===== config.mk =====
export PLATFORM = sky130hd
export DESIGN_NAME = decoder_apb
export DESIGN_NICKNAME = d
export VERILOG_FILES = /design/src/hw/la32_isa_pkg.sv /design/src/hw/decode_pkg.sv /design/src/hw/stage_ifs.sv /design/src/hw/fetch_check.sv /design/src/hw/op_decode.sv /design/src/hw/jump_classify.sv /design/src/hw/decoder_apb.sv
export SDC_FILE = /design/constraint.sdc
export NUM_CORES = 1
export LEC_CHECK = 0
export BUFFER_PORTS_ARGS = -buffer_cell sky130_fd_sc_hd__buf_2
export CORE_MARGIN = 3
export CORE_UTILIZATION = 55
export DETAILED_ROUTE_END_ITERATION = 8
export GPL_ROUTABILITY_DRIVEN = 0
export PLACE_DENSITY = 0.75
export SYNTH_ARGS = -nofsm -noshare
export SYNTH_HDL_FRONTEND = slang
export SYNTH_SLANG_ARGS = --single-unit

===== constraint.sdc =====
create_clock -name clk -period 8.3 [get_ports clk]
set_input_delay 1.245 -clock clk [delete_from_list [all_inputs] [get_ports clk]]
set_output_delay 1.245 -clock clk [all_outputs]
set_load 0.01 [all_outputs]

===== src/hw/la32_isa_pkg.sv =====
`default_nettype none

package la32_isa_pkg;

    typedef logic [31:0] instr_t;
    typedef logic [4:0]  reg_idx_t;
    typedef logic [5:0]  excp_code_t;

    localparam excp_code_t EXC_NONE = 6'h00;
    localparam excp_code_t EXC_ADEF = 6'h08;  // Fetch address error
    localparam excp_code_t EXC_SYS  = 6'h0B;
    localparam excp_code_t EXC_BRK  = 6'h0C;
    localparam excp_code_t EXC_INE  = 6'h0D;  // Unknown encoding

    // Major opcode in ir[31:26]
    localparam logic [5:0] OPC_ARITH     = 6'b000000;
    localparam logic [5:0] OPC_LU12I     = 6'b000101;
    localparam logic [5:0] OPC_PCADDU12I = 6'b000111;
    localparam logic [5:0] OPC_LDST      = 6'b001010;
    localparam logic [5:0] OPC_JIRL      = 6'b010011;
    localparam logic [5:0] OPC_B         = 6'b010100;
    localparam logic [5:0] OPC_BL        = 6'b010101;
    localparam logic [5:0] OPC_BEQ       = 6'b010110;
    localparam logic [5:0] OPC_BNE       = 6'b010111;
    localparam logic [5:0] OPC_BLT       = 6'b011000;
    localparam logic [5:0] OPC_BGE       = 6'b011001;
    localparam logic [5:0] OPC_BLTU      = 6'b011010;
    localparam logic [5:0] OPC_BGEU      = 6'b011011;

    // 3R function code in ir[21:15]
    localparam logic [6:0] FN_ADD_W   = 7'b0100000;
    localparam logic [6:0] FN_SUB_W   = 7'b0100010;
    localparam logic [6:0] FN_SLT     = 7'b0100100;
    localparam logic [6:0] FN_SLTU    = 7'b0100101;
    localparam logic [6:0] FN_NOR     = 7'b0101000;
    localparam logic [6:0] FN_AND     = 7'b0101001;
    localparam logic [6:0] FN_OR      = 7'b0101010;
    localparam logic [6:0] FN_XOR     = 7'b0101011;
    localparam logic [6:0] FN_SLL_W   = 7'b0101110;
    localparam logic [6:0] FN_SRL_W   = 7'b0101111;
    localparam logic [6:0] FN_SRA_W   = 7'b0110000;
    localparam logic [6:0] FN_BREAK   = 7'b1010100;
    localparam logic [6:0] FN_SYSCALL = 7'b1010110;

endpackage

`default_nettype wire


===== src/hw/decode_pkg.sv =====
`default_nettype none

package decode_pkg;

    typedef enum logic [3:0] {
        UNIT_ALU  = 4'd0,
        UNIT_BR   = 4'd1,
        UNIT_EXCP = 4'd3,
        UNIT_MEM  = 4'd5,
        UNIT_LINK = 4'd8   // Branch that also writes a link register
    } unit_t;

    typedef enum logic [3:0] {
        ALU_AND    = 4'd0,
        ALU_OR     = 4'd1,
        ALU_NOR    = 4'd2,
        ALU_XOR    = 4'd3,
        ALU_ADD    = 4'd4,
        ALU_SUB    = 4'd5,
        ALU_SLL    = 4'd6,
        ALU_SRL    = 4'd7,
        ALU_SRA    = 4'd8,
        ALU_SLT    = 4'd9,
        ALU_SLTU   = 4'd10,
        ALU_PASS_A = 4'd11,
        ALU_PASS_B = 4'd12
    } alu_op_t;

    typedef enum logic [2:0] {
        JK_NOT_JUMP = 3'd0,
        JK_DIRECT   = 3'd1,
        JK_JUMP     = 3'd2,
        JK_CALL     = 3'd3,
        JK_RET      = 3'd4,
        JK_INDIRECT = 3'd5
    } jump_kind_t;

    typedef struct packed {
        logic       valid;
        logic       use_rd;
        jump_kind_t kind;
        alu_op_t    aluop;
        logic [1:0] pcsrc;
        logic [1:0] alusrc1;
        logic [1:0] alusrc2;
        logic [4:0] subtype;
        logic       regwrite;
        logic       memwrite;
        logic       memread;
        unit_t      unit;
        logic [4:0] pad;
    } ctrl_t;

    localparam logic [1:0] PCSRC_BR  = 2'd1;
    localparam logic [1:0] SRC1_PC   = 2'd1;
    localparam logic [1:0] SRC2_IMM  = 2'd1;
    localparam logic [1:0] SRC2_CMP  = 2'd2;  // Compare rj against rd
    localparam logic [1:0] SRC2_FOUR = 2'd3;  // Link address pc + 4

    localparam logic [4:0] SUB_B    = 5'd0;
    localparam logic [4:0] SUB_JIRL = 5'd0;
    localparam logic [4:0] SUB_BL   = 5'd1;

    typedef logic [4:0] apb_addr_t;

    localparam apb_addr_t ADDR_PC   = 5'h00;
    localparam apb_addr_t ADDR_IR   = 5'h04;
    localparam apb_addr_t ADDR_CTRL = 5'h08;
    localparam apb_addr_t ADDR_IMM  = 5'h0C;
    localparam apb_addr_t ADDR_REGS = 5'h10;

endpackage

`default_nettype wire


===== src/hw/stage_ifs.sv =====
`default_nettype none

interface field_if;
    import la32_isa_pkg::*;

    logic        valid;
    logic [31:0] pc;
    instr_t      ir;
    logic        misaligned;
    reg_idx_t    rd;
    reg_idx_t    rj;
    reg_idx_t    rk;

    modport src (output valid, pc, ir, misaligned, rd, rj, rk);
    modport dst (input valid, pc, ir, misaligned, rd, rj, rk);
endinterface

interface uop_if;
    import la32_isa_pkg::*;
    import decode_pkg::*;

    logic        valid;
    ctrl_t       ctrl;
    logic [31:0] imm;
    excp_code_t  excp;
    reg_idx_t    rd;
    reg_idx_t    rj;
    reg_idx_t    rk;
    logic        off_zero;  // JIRL offset field is zero

    modport src (output valid, ctrl, imm, excp, rd, rj, rk, off_zero);
    modport dst (input valid, ctrl, imm, excp, rd, rj, rk, off_zero);
endinterface

`default_nettype wire


===== src/hw/fetch_check.sv =====
`default_nettype none

module fetch_check (
    input  wire                       clk,
    input  wire                       arst_n,
    input  wire                       launch,
    input  wire [31:0]                pc,
    input  wire la32_isa_pkg::instr_t ir,
    field_if.src                      f
);

    always_ff @(posedge clk or negedge arst_n)
    begin
        if (!arst_n)
            f.valid <= 1'b0;
        else
            f.valid <= launch;
    end

    always_ff @(posedge clk)
    begin
        if (launch)
        begin
            f.pc <= pc;
            f.ir <= ir;
        end
    end

    // Word fetch needs pc[1:0] clear
    assign f.misaligned = |f.pc[1:0];

    assign f.rd = f.ir[4:0];
    assign f.rj = f.ir[9:5];
    assign f.rk = f.ir[14:10];

endmodule

`default_nettype wire


===== src/hw/op_decode.sv =====
`default_nettype none

module op_decode (
    input  wire  clk,
    input  wire  arst_n,
    field_if.dst f,
    uop_if.src   u
);
    import la32_isa_pkg::*;
    import decode_pkg::*;

    instr_t      ir;
    ctrl_t       c;
    logic [31:0] imm;
    excp_code_t  excp;
    reg_idx_t    rd;
    reg_idx_t    rj;
    reg_idx_t    rk;
    logic        ine;
    logic [31:0] imm_si12;
    logic [31:0] imm_ui12;
    logic [31:0] imm_ui5;
    logic [31:0] imm_hi20;
    logic [31:0] imm_off16;
    logic [31:0] imm_off26;

    assign ir        = f.ir;
    assign imm_si12  = {{20{ir[21]}}, ir[21:10]};
    assign imm_ui12  = {20'b0, ir[21:10]};
    assign imm_ui5   = {27'b0, ir[14:10]};
    assign imm_hi20  = {ir[24:5], 12'b0};
    assign imm_off16 = {{14{ir[25]}}, ir[25:10], 2'b0};
    assign imm_off26 = {{4{ir[9]}}, ir[9:0], ir[25:10], 2'b0};  // High half sits in ir[9:0]

    always_comb
    begin
        c    = '0;
        imm  = '0;
        excp = EXC_NONE;
        rd   = '0;
        rj   = '0;
        rk   = '0;
        ine  = 1'b0;
        case (ir[31:26])
            OPC_ARITH:
            begin
                rd         = f.rd;
                rj         = f.rj;
                c.regwrite = 1'b1;
                if (ir[25:22] != 4'b0000)
                    c.alusrc2 = SRC2_IMM;
                if (ir[25])
                    imm = ir[24] ? imm_ui12 : imm_si12;  // Logic ops zero-extend
                else if (ir[22])
                    imm = imm_ui5;
                case (ir[25:22])
                    4'b0000:
                    begin
                        rk = f.rk;
                        case (ir[21:15])
                            FN_ADD_W:   c.aluop = ALU_ADD;
                            FN_SUB_W:   c.aluop = ALU_SUB;
                            FN_SLT:     c.aluop = ALU_SLT;
                            FN_SLTU:    c.aluop = ALU_SLTU;
                            FN_NOR:     c.aluop = ALU_NOR;
                            FN_AND:     c.aluop = ALU_AND;
                            FN_OR:      c.aluop = ALU_OR;
                            FN_XOR:     c.aluop = ALU_XOR;
                            FN_SLL_W:   c.aluop = ALU_SLL;
                            FN_SRL_W:   c.aluop = ALU_SRL;
                            FN_SRA_W:   c.aluop = ALU_SRA;
                            FN_BREAK:   excp = EXC_BRK;
                            FN_SYSCALL: excp = EXC_SYS;
                            default:    ine = 1'b1;
                        endcase
                    end
                    4'b0001:
                        case ({ir[21:20], ir[19:18], ir[17:15]})
                            7'b00_00_001: c.aluop = ALU_SLL;  // SLLI.W
                            7'b00_01_001: c.aluop = ALU_SRL;
                            7'b00_10_001: c.aluop = ALU_SRA;
                            default:      ine = 1'b1;
                        endcase
                    4'b1000: c.aluop = ALU_SLT;   // SLTI
                    4'b1001: c.aluop = ALU_SLTU;
                    4'b1010: c.aluop = ALU_ADD;   // ADDI.W
                    4'b1101: c.aluop = ALU_AND;
                    4'b1110: c.aluop = ALU_OR;
                    4'b1111: c.aluop = ALU_XOR;
                    default: ine = 1'b1;
                endcase
            end
            OPC_LU12I, OPC_PCADDU12I:
            begin
                rd         = f.rd;
                imm        = imm_hi20;
                c.regwrite = 1'b1;
                c.alusrc2  = SRC2_IMM;
                c.aluop    = ir[27] ? ALU_ADD : ALU_PASS_B;  // PCADDU12I adds pc
                c.alusrc1  = ir[27] ? SRC1_PC : 2'd0;
                ine        = ir[25];
            end
            OPC_LDST:
            begin
                rd         = f.rd;
                rj         = f.rj;
                imm        = imm_si12;
                c.unit     = UNIT_MEM;
                c.memwrite = ~ir[25] & ir[24];
                c.use_rd   = ~ir[25] & ir[24];  // Store data comes from rd
                c.memread  = ~c.memwrite;
                c.regwrite = ~c.memwrite;
                case (ir[25:22])
                    4'b0000: c.subtype = 5'd0;  // LD.B
                    4'b0001: c.subtype = 5'd1;
                    4'b0010: c.subtype = 5'd2;
                    4'b0100: c.subtype = 5'd3;  // ST.B
                    4'b0101: c.subtype = 5'd4;
                    4'b0110: c.subtype = 5'd5;
                    4'b1000: c.subtype = 5'd6;  // LD.BU
                    4'b1001: c.subtype = 5'd7;
                    default: ine = 1'b1;
                endcase
            end
            OPC_JIRL:
            begin
                rd         = f.rd;
                rj         = f.rj;
                imm        = imm_off16;
                c.unit     = UNIT_LINK;
                c.subtype  = SUB_JIRL;
                c.regwrite = 1'b1;
                c.pcsrc    = PCSRC_BR;
                c.aluop    = ALU_ADD;
                c.alusrc1  = SRC1_PC;
                c.alusrc2  = SRC2_FOUR;
                c.use_rd   = 1'b1;
            end
            OPC_BL:
            begin
                rd         = 5'd1;  // Implicit ra
                imm        = imm_off26;
                c.unit     = UNIT_LINK;
                c.subtype  = SUB_BL;
                c.regwrite = 1'b1;
                c.pcsrc    = PCSRC_BR;
                c.aluop    = ALU_ADD;
                c.alusrc1  = SRC1_PC;
                c.alusrc2  = SRC2_FOUR;
                c.use_rd   = 1'b1;
            end
            OPC_B:
            begin
                imm       = imm_off26;
                c.unit    = UNIT_BR;
                c.subtype = SUB_B;
                c.pcsrc   = PCSRC_BR;
            end
            OPC_BEQ, OPC_BNE, OPC_BLT, OPC_BGE, OPC_BLTU, OPC_BGEU:
            begin
                rd        = f.rd;
                rj        = f.rj;
                imm       = imm_off16;
                c.unit    = UNIT_BR;
                c.subtype = {2'b00, ir[28:26] + 3'd3};  // BEQ 1 up to BGEU 6
                c.pcsrc   = PCSRC_BR;
                c.alusrc2 = SRC2_CMP;
                c.use_rd  = 1'b1;
                case (ir[28:27])
                    2'b11:   c.aluop = ALU_SUB;  // BEQ, BNE
                    2'b00:   c.aluop = ALU_SLT;
                    default: c.aluop = ALU_SLTU;
                endcase
            end
            default: ine = 1'b1;
        endcase

        // Exceptions carry nothing but the code
        if (f.misaligned)
            excp = EXC_ADEF;
        else if (ine)
            excp = EXC_INE;
        if (excp != EXC_NONE)
        begin
            c      = '0;
            c.unit = UNIT_EXCP;
            imm    = '0;
            rd     = '0;
            rj     = '0;
            rk     = '0;
        end
    end

    always_ff @(posedge clk or negedge arst_n)
    begin
        if (!arst_n)
            u.valid <= 1'b0;
        else
            u.valid <= f.valid;
    end

    always_ff @(posedge clk)
    begin
        if (f.valid)
        begin
            u.ctrl     <= c;
            u.imm      <= imm;
            u.excp     <= excp;
            u.rd       <= rd;
            u.rj       <= rj;
            u.rk       <= rk;
            u.off_zero <= (ir[25:10] == 16'd0);
        end
    end

endmodule

`default_nettype wire


===== src/hw/jump_classify.sv =====
`default_nettype none

module jump_classify (
    input  wire                 clk,
    input  wire                 arst_n,
    uop_if.dst                  u,
    output logic                res_valid,
    output decode_pkg::ctrl_t   res_ctrl,
    output logic [31:0]         res_imm,
    output logic [31:0]         res_regs
);
    import decode_pkg::*;

    jump_kind_t kind;
    ctrl_t      ctrl_d;

    always_comb
    begin
        kind = JK_NOT_JUMP;
        if (u.ctrl.unit == UNIT_LINK && u.ctrl.subtype == SUB_JIRL)
        begin
            if (u.rd == 5'd0 && u.rj == 5'd1 && u.off_zero)
                kind = JK_RET;     // jirl r0, ra, 0
            else if (u.rd == 5'd1)
                kind = JK_CALL;
            else
                kind = JK_INDIRECT;
        end
        else if (u.ctrl.unit == UNIT_LINK)
            kind = JK_CALL;        // BL
        else if (u.ctrl.unit == UNIT_BR && u.ctrl.subtype == SUB_B)
            kind = JK_JUMP;
        else if (u.ctrl.unit == UNIT_BR)
            kind = JK_DIRECT;

        ctrl_d       = u.ctrl;
        ctrl_d.valid = 1'b1;
        ctrl_d.kind  = kind;
    end

    always_ff @(posedge clk or negedge arst_n)
    begin
        if (!arst_n)
            res_valid <= 1'b0;
        else
            res_valid <= u.valid;
    end

    always_ff @(posedge clk)
    begin
        if (u.valid)
        begin
            res_ctrl <= ctrl_d;
            res_imm  <= u.imm;
            res_regs <= {11'b0, u.excp, u.rk, u.rj, u.rd};
        end
    end

endmodule

`default_nettype wire


===== src/hw/decoder_apb.sv =====
`default_nettype none

module decoder_apb (
    input  wire                   clk,
    input  wire                   arst_n,
    input  wire                   psel,
    input  wire                   penable,
    input  wire                   pwrite,
    input  wire decode_pkg::apb_addr_t paddr,
    input  wire [31:0]            pwdata,
    output logic [31:0]           prdata,
    output logic                  pready,
    output logic                  pslverr
);
    import decode_pkg::*;

    logic [31:0] pc_q;
    logic        wr_done;
    logic        launch;
    logic        rd_ok;
    logic        wr_ok;
    logic        result_rd;
    logic        busy;
    logic        res_valid;
    ctrl_t       res_ctrl;
    logic [31:0] res_imm;
    logic [31:0] res_regs;
    ctrl_t       res_ctrl_q;
    logic [31:0] res_imm_q;
    logic [31:0] res_regs_q;

    field_if f_if ();
    uop_if   u_if ();

    fetch_check u_fetch (
        .clk    (clk),
        .arst_n (arst_n),
        .launch (launch),
        .pc     (pc_q),
        .ir     (pwdata),
        .f      (f_if.src)
    );

    op_decode u_decode (
        .clk    (clk),
        .arst_n (arst_n),
        .f      (f_if.dst),
        .u      (u_if.src)
    );

    jump_classify u_jump (
        .clk       (clk),
        .arst_n    (arst_n),
        .u         (u_if.dst),
        .res_valid (res_valid),
        .res_ctrl  (res_ctrl),
        .res_imm   (res_imm),
        .res_regs  (res_regs)
    );

    assign wr_done = psel & penable & pwrite;  // Writes never wait
    assign launch  = wr_done & (paddr == ADDR_IR);

    assign wr_ok     = (paddr == ADDR_PC) || (paddr == ADDR_IR);
    assign result_rd = (paddr == ADDR_CTRL) || (paddr == ADDR_IMM) || (paddr == ADDR_REGS);
    assign busy      = f_if.valid | u_if.valid | res_valid;

    // Result reads wait for the pipeline to drain
    assign pready  = ~(psel & ~pwrite & result_rd & busy);
    assign pslverr = psel & penable & ~(pwrite ? wr_ok : rd_ok);

    always_comb
    begin
        prdata = '0;
        rd_ok  = 1'b1;
        case (paddr)
            ADDR_PC:   prdata = pc_q;
            ADDR_CTRL: prdata = res_ctrl_q;
            ADDR_IMM:  prdata = res_imm_q;
            ADDR_REGS: prdata = res_regs_q;
            default:   rd_ok = 1'b0;
        endcase
    end

    always_ff @(posedge clk or negedge arst_n)
    begin
        if (!arst_n)
        begin
            pc_q       <= '0;
            res_ctrl_q <= '0;
            res_imm_q  <= '0;
            res_regs_q <= '0;
        end
        else
        begin
            if (wr_done && paddr == ADDR_PC)
                pc_q <= pwdata;
            if (res_valid)
            begin
                res_ctrl_q <= res_ctrl;  // Later decode wins
                res_imm_q  <= res_imm;
                res_regs_q <= res_regs;
            end
        end
    end

endmodule

`default_nettype wire


After elaboration in Yosys (flattened, before gate mapping)
Cells that the tools add are included.
{"block": "classes", "n_eq_ne": 48, "addsub": 1, "mux": 40, "n_reduce_logical": 37, "bitwise": 19}
{"operator": "$pmux 32 s5", "count": 1}
{"operator": "$pmux 32 s4", "count": 1}
{"operator": "$eq 7x6->1 const B", "count": 11}
{"operator": "$mux 32", "count": 2}
{"operator": "$eq 6x5->1 const B", "count": 9}
{"operator": "$pmux 4 s10", "count": 1}
{"operator": "$eq 4x4->1 const B", "count": 7}
{"operator": "$pmux 4 s7", "count": 1}
{"operator": "$mux 6", "count": 4}
{"operator": "$pmux 4 s3", "count": 2}
{"operator": "$pmux 3 s7", "count": 1}
{"operator": "$reduce_or 9->1", "count": 2}
{"operator": "$logic_not 16->1", "count": 1}
{"operator": "$pmux 4 s2", "count": 2}
{"operator": "$pmux 4 s4", "count": 1}
{"operator": "$reduce_or 8->1", "count": 2}
{"operator": "$logic_not 5->1", "count": 3}
{"operator": "$mux 3", "count": 5}
{"operator": "$pmux 5 s3", "count": 1}
{"operator": "$eq 7x7->1 const B", "count": 2}
{"operator": "$reduce_or 7->1", "count": 2}
{"operator": "$reduce_or 13->1", "count": 1}
{"operator": "$eq 4x3->1 const B", "count": 3}
{"operator": "$eq 6x3->1 const B", "count": 2}
{"operator": "other kinds (37)", "count": 78}
{"block": "word_totals", "input_bits": 42, "reg_bits": 320, "output_inout_bits": 34, "elab_cells": 197}

Logic depth before layout (Yosys ltp)
{"block": "depth", "word_depth": 9, "depth_mapped": 9, "ltp_nobuf": 7}

Hierarchy
From an unflattened synthesis, not the netlist that was laid out.
{"block": "hier_totals", "cells_unflattened": 976, "area_unflattened_um2": 14843.0}
{"module": "decoder_apb", "area_per_inst_um2": 5825.6, "cells_per_inst": 399, "seq_area_each_um2": 3203.1, "n_inst": 1}
{"module": "op_decode", "area_per_inst_um2": 4199.0, "cells_per_inst": 384, "seq_area_each_um2": 2157.1, "n_inst": 1}
{"module": "jump_classify", "area_per_inst_um2": 2752.6, "cells_per_inst": 112, "seq_area_each_um2": 2547.4, "n_inst": 1}
{"module": "fetch_check", "area_per_inst_um2": 2065.7, "cells_per_inst": 81, "seq_area_each_um2": 1946.9, "n_inst": 1}

Worst setup path before layout
No wires, ideal clock.
{"block": "synth_path", "kind": "input to register", "from": "input paddr[2]", "to": "register u_fetch.f.ir[0], enable pin", "cell_stages": 4, "required_ns": 7.784, "setup_time_ns": 0.516, "path_buffers": 2, "arrival_ns": 5.360, "path_slack_ns": 2.424, "cell_sequence": "clkbuf_1 > clkbuf_1 > nand4_1 > nor4_1"}
{"block": "synth_via", "elab_chain_cells": 2}
{"item": "from (decl)", "line": "decoder_apb.sv:9", "text": "input wire decode_pkg::apb_addr_t paddr,"}
{"item": "$eq 5x3->1", "line": "decoder_apb.sv:62", "text": "assign launch = wr_done & (paddr == ADDR_IR);"}
{"item": "$and 1x1->1", "line": "decoder_apb.sv:62"}
{"item": "named net launch", "line": "decoder_apb.sv:19", "text": "logic launch;"}
{"item": "to (decl)", "line": "stage_ifs.sv:14", "text": "modport src (output valid, pc, ir, misaligned, rd, rj, rk);"}
The timed path passes the listed nets, and every way through them passes these cells.
A chain may end at the register's enable or synchronous reset.

Worst setup path in the final report
{"block": "layout_path", "from": "input paddr[1]", "to": "output prdata[31]"}
{"block": "layout_via", "elab_chain_cells": 2, "word_cells_on_any_way": 5, "cone_classes": "3 x eq/ne; 1 x mux; 1 x reduce/logical"}
{"item": "$eq 5x5->1 (tied with other cells)", "line": "decoder_apb.sv:76", "text": "case (paddr)"}
{"item": "$pmux 32 s4 (*)", "line": "decoder_apb.sv:76"}
{"item": "to (decl)", "line": "decoder_apb.sv:11", "text": "output logic [31:0] prdata,"}
Mark *: on every way between the ends. The rest lies on a longest branch, timed or not.

==> flow_summary.yaml <==
setup_path:
  cp_cell_sequence: "buf_2 > nor3_1 > buf_4 > nand2b_1 > nor2_1 > nand2_1 > o21ai_0 > buf_2"
  arrival_ps: 3620
  required_ps: 7050
  r2r-start: "u_fetch.f.ir[27]"
  worstSetupStartpointType: "input pin"
  r2r-end: "u_decode.u.imm[19]"
  slowest_delay_ps: 930
  crit_type: "input pin to output port"
  cp_slowest_cell: "nor2_1"
  crit_path_end_kind: "output port"
  cp_max_fo: 14
  startpoint: "paddr[1]"
  crit_top_cell: "buf_2"
  reg2reg_depth: 8
  reg2reg_slack_ps: 4630
floorplanning:
  io_pins: 76
  initial_core_util_pct: 56.06
  die_y_um: 155.4
  die_w_um: 155.4
  coreArea_um2: 21890
  fp-row-count: 54
  die_area_um2: 24140
placed_design:
  io_buffers: 75
  place_ws_ps: 3482
  hpwl_mm: 18.32
clock_network:
  postCtsSetupBuffers: 0
  clock_path_buffers: 3
  clock_sink_count: 287
  cts-root-buf: "clkbuf_16"
  hold_buffers: 0
  cts_tree: "built"
  clkLatencyLatePin_ps: 550
  post_cts_resized: 0
  clk_pin_slew_worst_paths_ps: 60
  h-tree-depth: 1
  cts_buffers: 28
synthesis:
  yosys.area.top_type: "edfxtp_1"
  synth.top_cell.area_share_pct: 43.56
  syn_nets: 916
  synthTopCellsByCount: "edfxtp_1, mux2_2, dfrtp_1, nand2_1, nor3_1"
  post_synth.cell_area_avg_um2: 14.15
  ys_ff_latch: 287
  synth-edff-count: 178
  yosys_warnings: 0
  synth_area_leaders: "edfxtp_1, dfrtp_1, mux2_2"
  yosysSeqAreaShare_pct: 65.78
  syn_inst: 867
  synth_ff_type: "edfxtp_1"
  synthDistinctLibCells: 69
  syn_area_um2: 12270
  synthMostInstantiatedCell: "edfxtp_1"
  postSynth.asyncResetShare_pct: 37.98
drt:
  drc: 0
  antenna_left: 0
  routed_wl_mm: 28.35
  drtPass1Iterations: 7
  avgViaCountPerCell: 6.209
  wire_per_inst_um: 23.07
  first_iter_violations: 942
  vias: 7631
timing:
  setup_ws_ps: 3435
  slew_viol_final: 0
  period_share_pct: 58.61
  worstMarginPinSlew_ps: 1040
  hold_violations: 0
  fmax_mhz: 205.6
  fin_tns_setup_ps: 0
  setup_viol: 0
  min_period_ps: 4865
  max-slew-margin-rel_pct: 30.44
  rsz0062_at_grt: "no"
  finClkSkew_ps: 17.78
final_layout:
  multiInputGateArea_um2: 3920
  n_fill_cell: 1664
  drive_gt1_share_pct: 28.77
  fin_nets: 976
  num_antenna_cells: 0
  ff_latch_area_um2: 8077
  area_delta_synth_final_pct: 11.88
worst_hold_path:
  holdCritStartpoint: "u_decode.u.imm[3]"
  hold_depth: 0
  hp-class: "flip-flop to flip-flop"
  holdPathEnd: "u_jump.res_imm[3]"
pwr:
  power_density_nw_per_um2: 212.1
  p_leak_nw: 5.119
  finalPower_mw: 2.912
  peakVddDrop_uv: 138.7
global_route:
  grt_pass1_vias: 7701
  grt_pass1_wl_mm: 44.39
  grt_antenna_before_repair: 0
  grt_max_degree: 75
  grtUsageTotal_pct: 23.68
  overflow: 0
run_status:
  status: "completed"
job:
  drv_cap: 0
[registers in the layout (all words and copies together), names as in the netlist, 4 cells and up]
register and flops:
u_decode.u.imm 32, res_ctrl_q 23, pc_q 32, res_imm_q 32
u_jump.res_imm 32, u_jump.res_ctrl 22, u_decode.u.rd 5, u_decode.u.ctrl 19
u_decode.u.rk 5, u_decode.u.excp 4, u_fetch.f.ir 32, u_jump.res_regs 19
u_decode.u.rj 5, res_regs_q 19
[logic make-up (layout without fill, tap and decap cells)]
| logic type | count (synthesis) | in the layout | share of synthesized area (%) |
|---|---|---|---|
| flops | 287 | 287 | 65.78 |
| simple gates | 215 | 215 | 9.329 |
| compound gates | 157 | 157 | 9.074 |
| mux | 137 | 137 | 12.39 |
| buf+inv | 61 | 143 | 2.498 |
| fa+ha+maj | 7 | 7 | 0.7137 |
| xor+xnor | 3 | 3 | 0.2142 |
[worst max-delay path by stage]
stage                           end  slack [ps]  cells after the start
floorplan           u_fetch.f.ir[0]        2420                      4
global placement         prdata[19]        3580                      6
detailed placement       prdata[31]        3480                      6
CTS                      prdata[31]        3460                      8
global route             prdata[31]        3200                      8
finish                   prdata[31]        3440                      8
[per-stage QoR]
step / cells / cell area, µm² / util [%] / hold slack [ps]
4_1_cts: 1229 / 13730 / 62.72 / 415.0
2_1_floorplan: 867 / 12270 / - / 400.3
6_report: 1229 / 13730 / 62.72 / 413.1
5_1_grt: 1229 / 13730 / 62.72 / 424.0
3_3_place_gp: 1177 / 12830 / 58.59 / 401.2
3_5_place_dp: 1177 / 12830 / 58.59 / 404.5
[power breakdown]
group / switching, mW / internal, mW
clock network: 0.514 / 0.715
registers: 0.0242 / 1.55
logic: 0.0559 / 0.0529
[cell type report]
class,count,share of cell area (%)
Sequential cell,287,58.83
Multi-Input combinational cell,519,28.55
Clock buffer,42,6.006
Timing Repair Buffer,86,3.354
Tap cell,280,2.552
Clock inverter,10,0.5741
Inverter,5,0.1367
[cell usage in the layout, fill, tap and decap left out, types with 4 or more instances in the layout]
cell type / netlist / final
edfxtp_1: 178 / 178
mux2_2: 119 / 119
dfrtp_1: 109 / 106
buf_2: 10 / 74
nand2_1: 65 / 65
nor3_1: 50 / 50
o21ai_0: 32 / 32
clkbuf_16: 0 / 29
a21oi_1: 25 / 25
nor2_1: 24 / 24
a211oi_1: 23 / 23
a22oi_1: 22 / 22
a221oi_1: 20 / 20
mux2i_1: 18 / 18
buf_4: 5 / 12
nor2b_1: 11 / 11
clkbuf_1: 31 / 8
nand3_1: 7 / 7
ha_1: 7 / 7
nand2b_1: 6 / 6
nor4_1: 6 / 5
inv_1: 5 / 5
clkbuf_8: 0 / 5
clkinv_2: 0 / 5
nand4_1: 4 / 4
or2_2: 4 / 4
a31oi_1: 4 / 4
and3_1: 4 / 4
[metal layers]
metal | part of all wire [%] | up-vias | wire length, µm | global-route usage, %
li1 | - | 3443 | - | -
met1 | 44 | 3799 | 12530 | 35.48
met2 | 45 | 339 | 12880 | 36.56
met3 | 7.8 | 50 | 2214 | 4.117
met4 | 2.6 | 0 | 727 | 5.877
met5 | 0 | - | 0 | 0
[critical path: cells and delay by family]
family | cells | cell delay [ps]
buffers and inverters | 3 | 530
AND/OR/NAND/NOR | 4 | 1700
AO/OA/AOI/OAI | 1 | 130
Note: power is estimated with default switching activity, not from simulation.
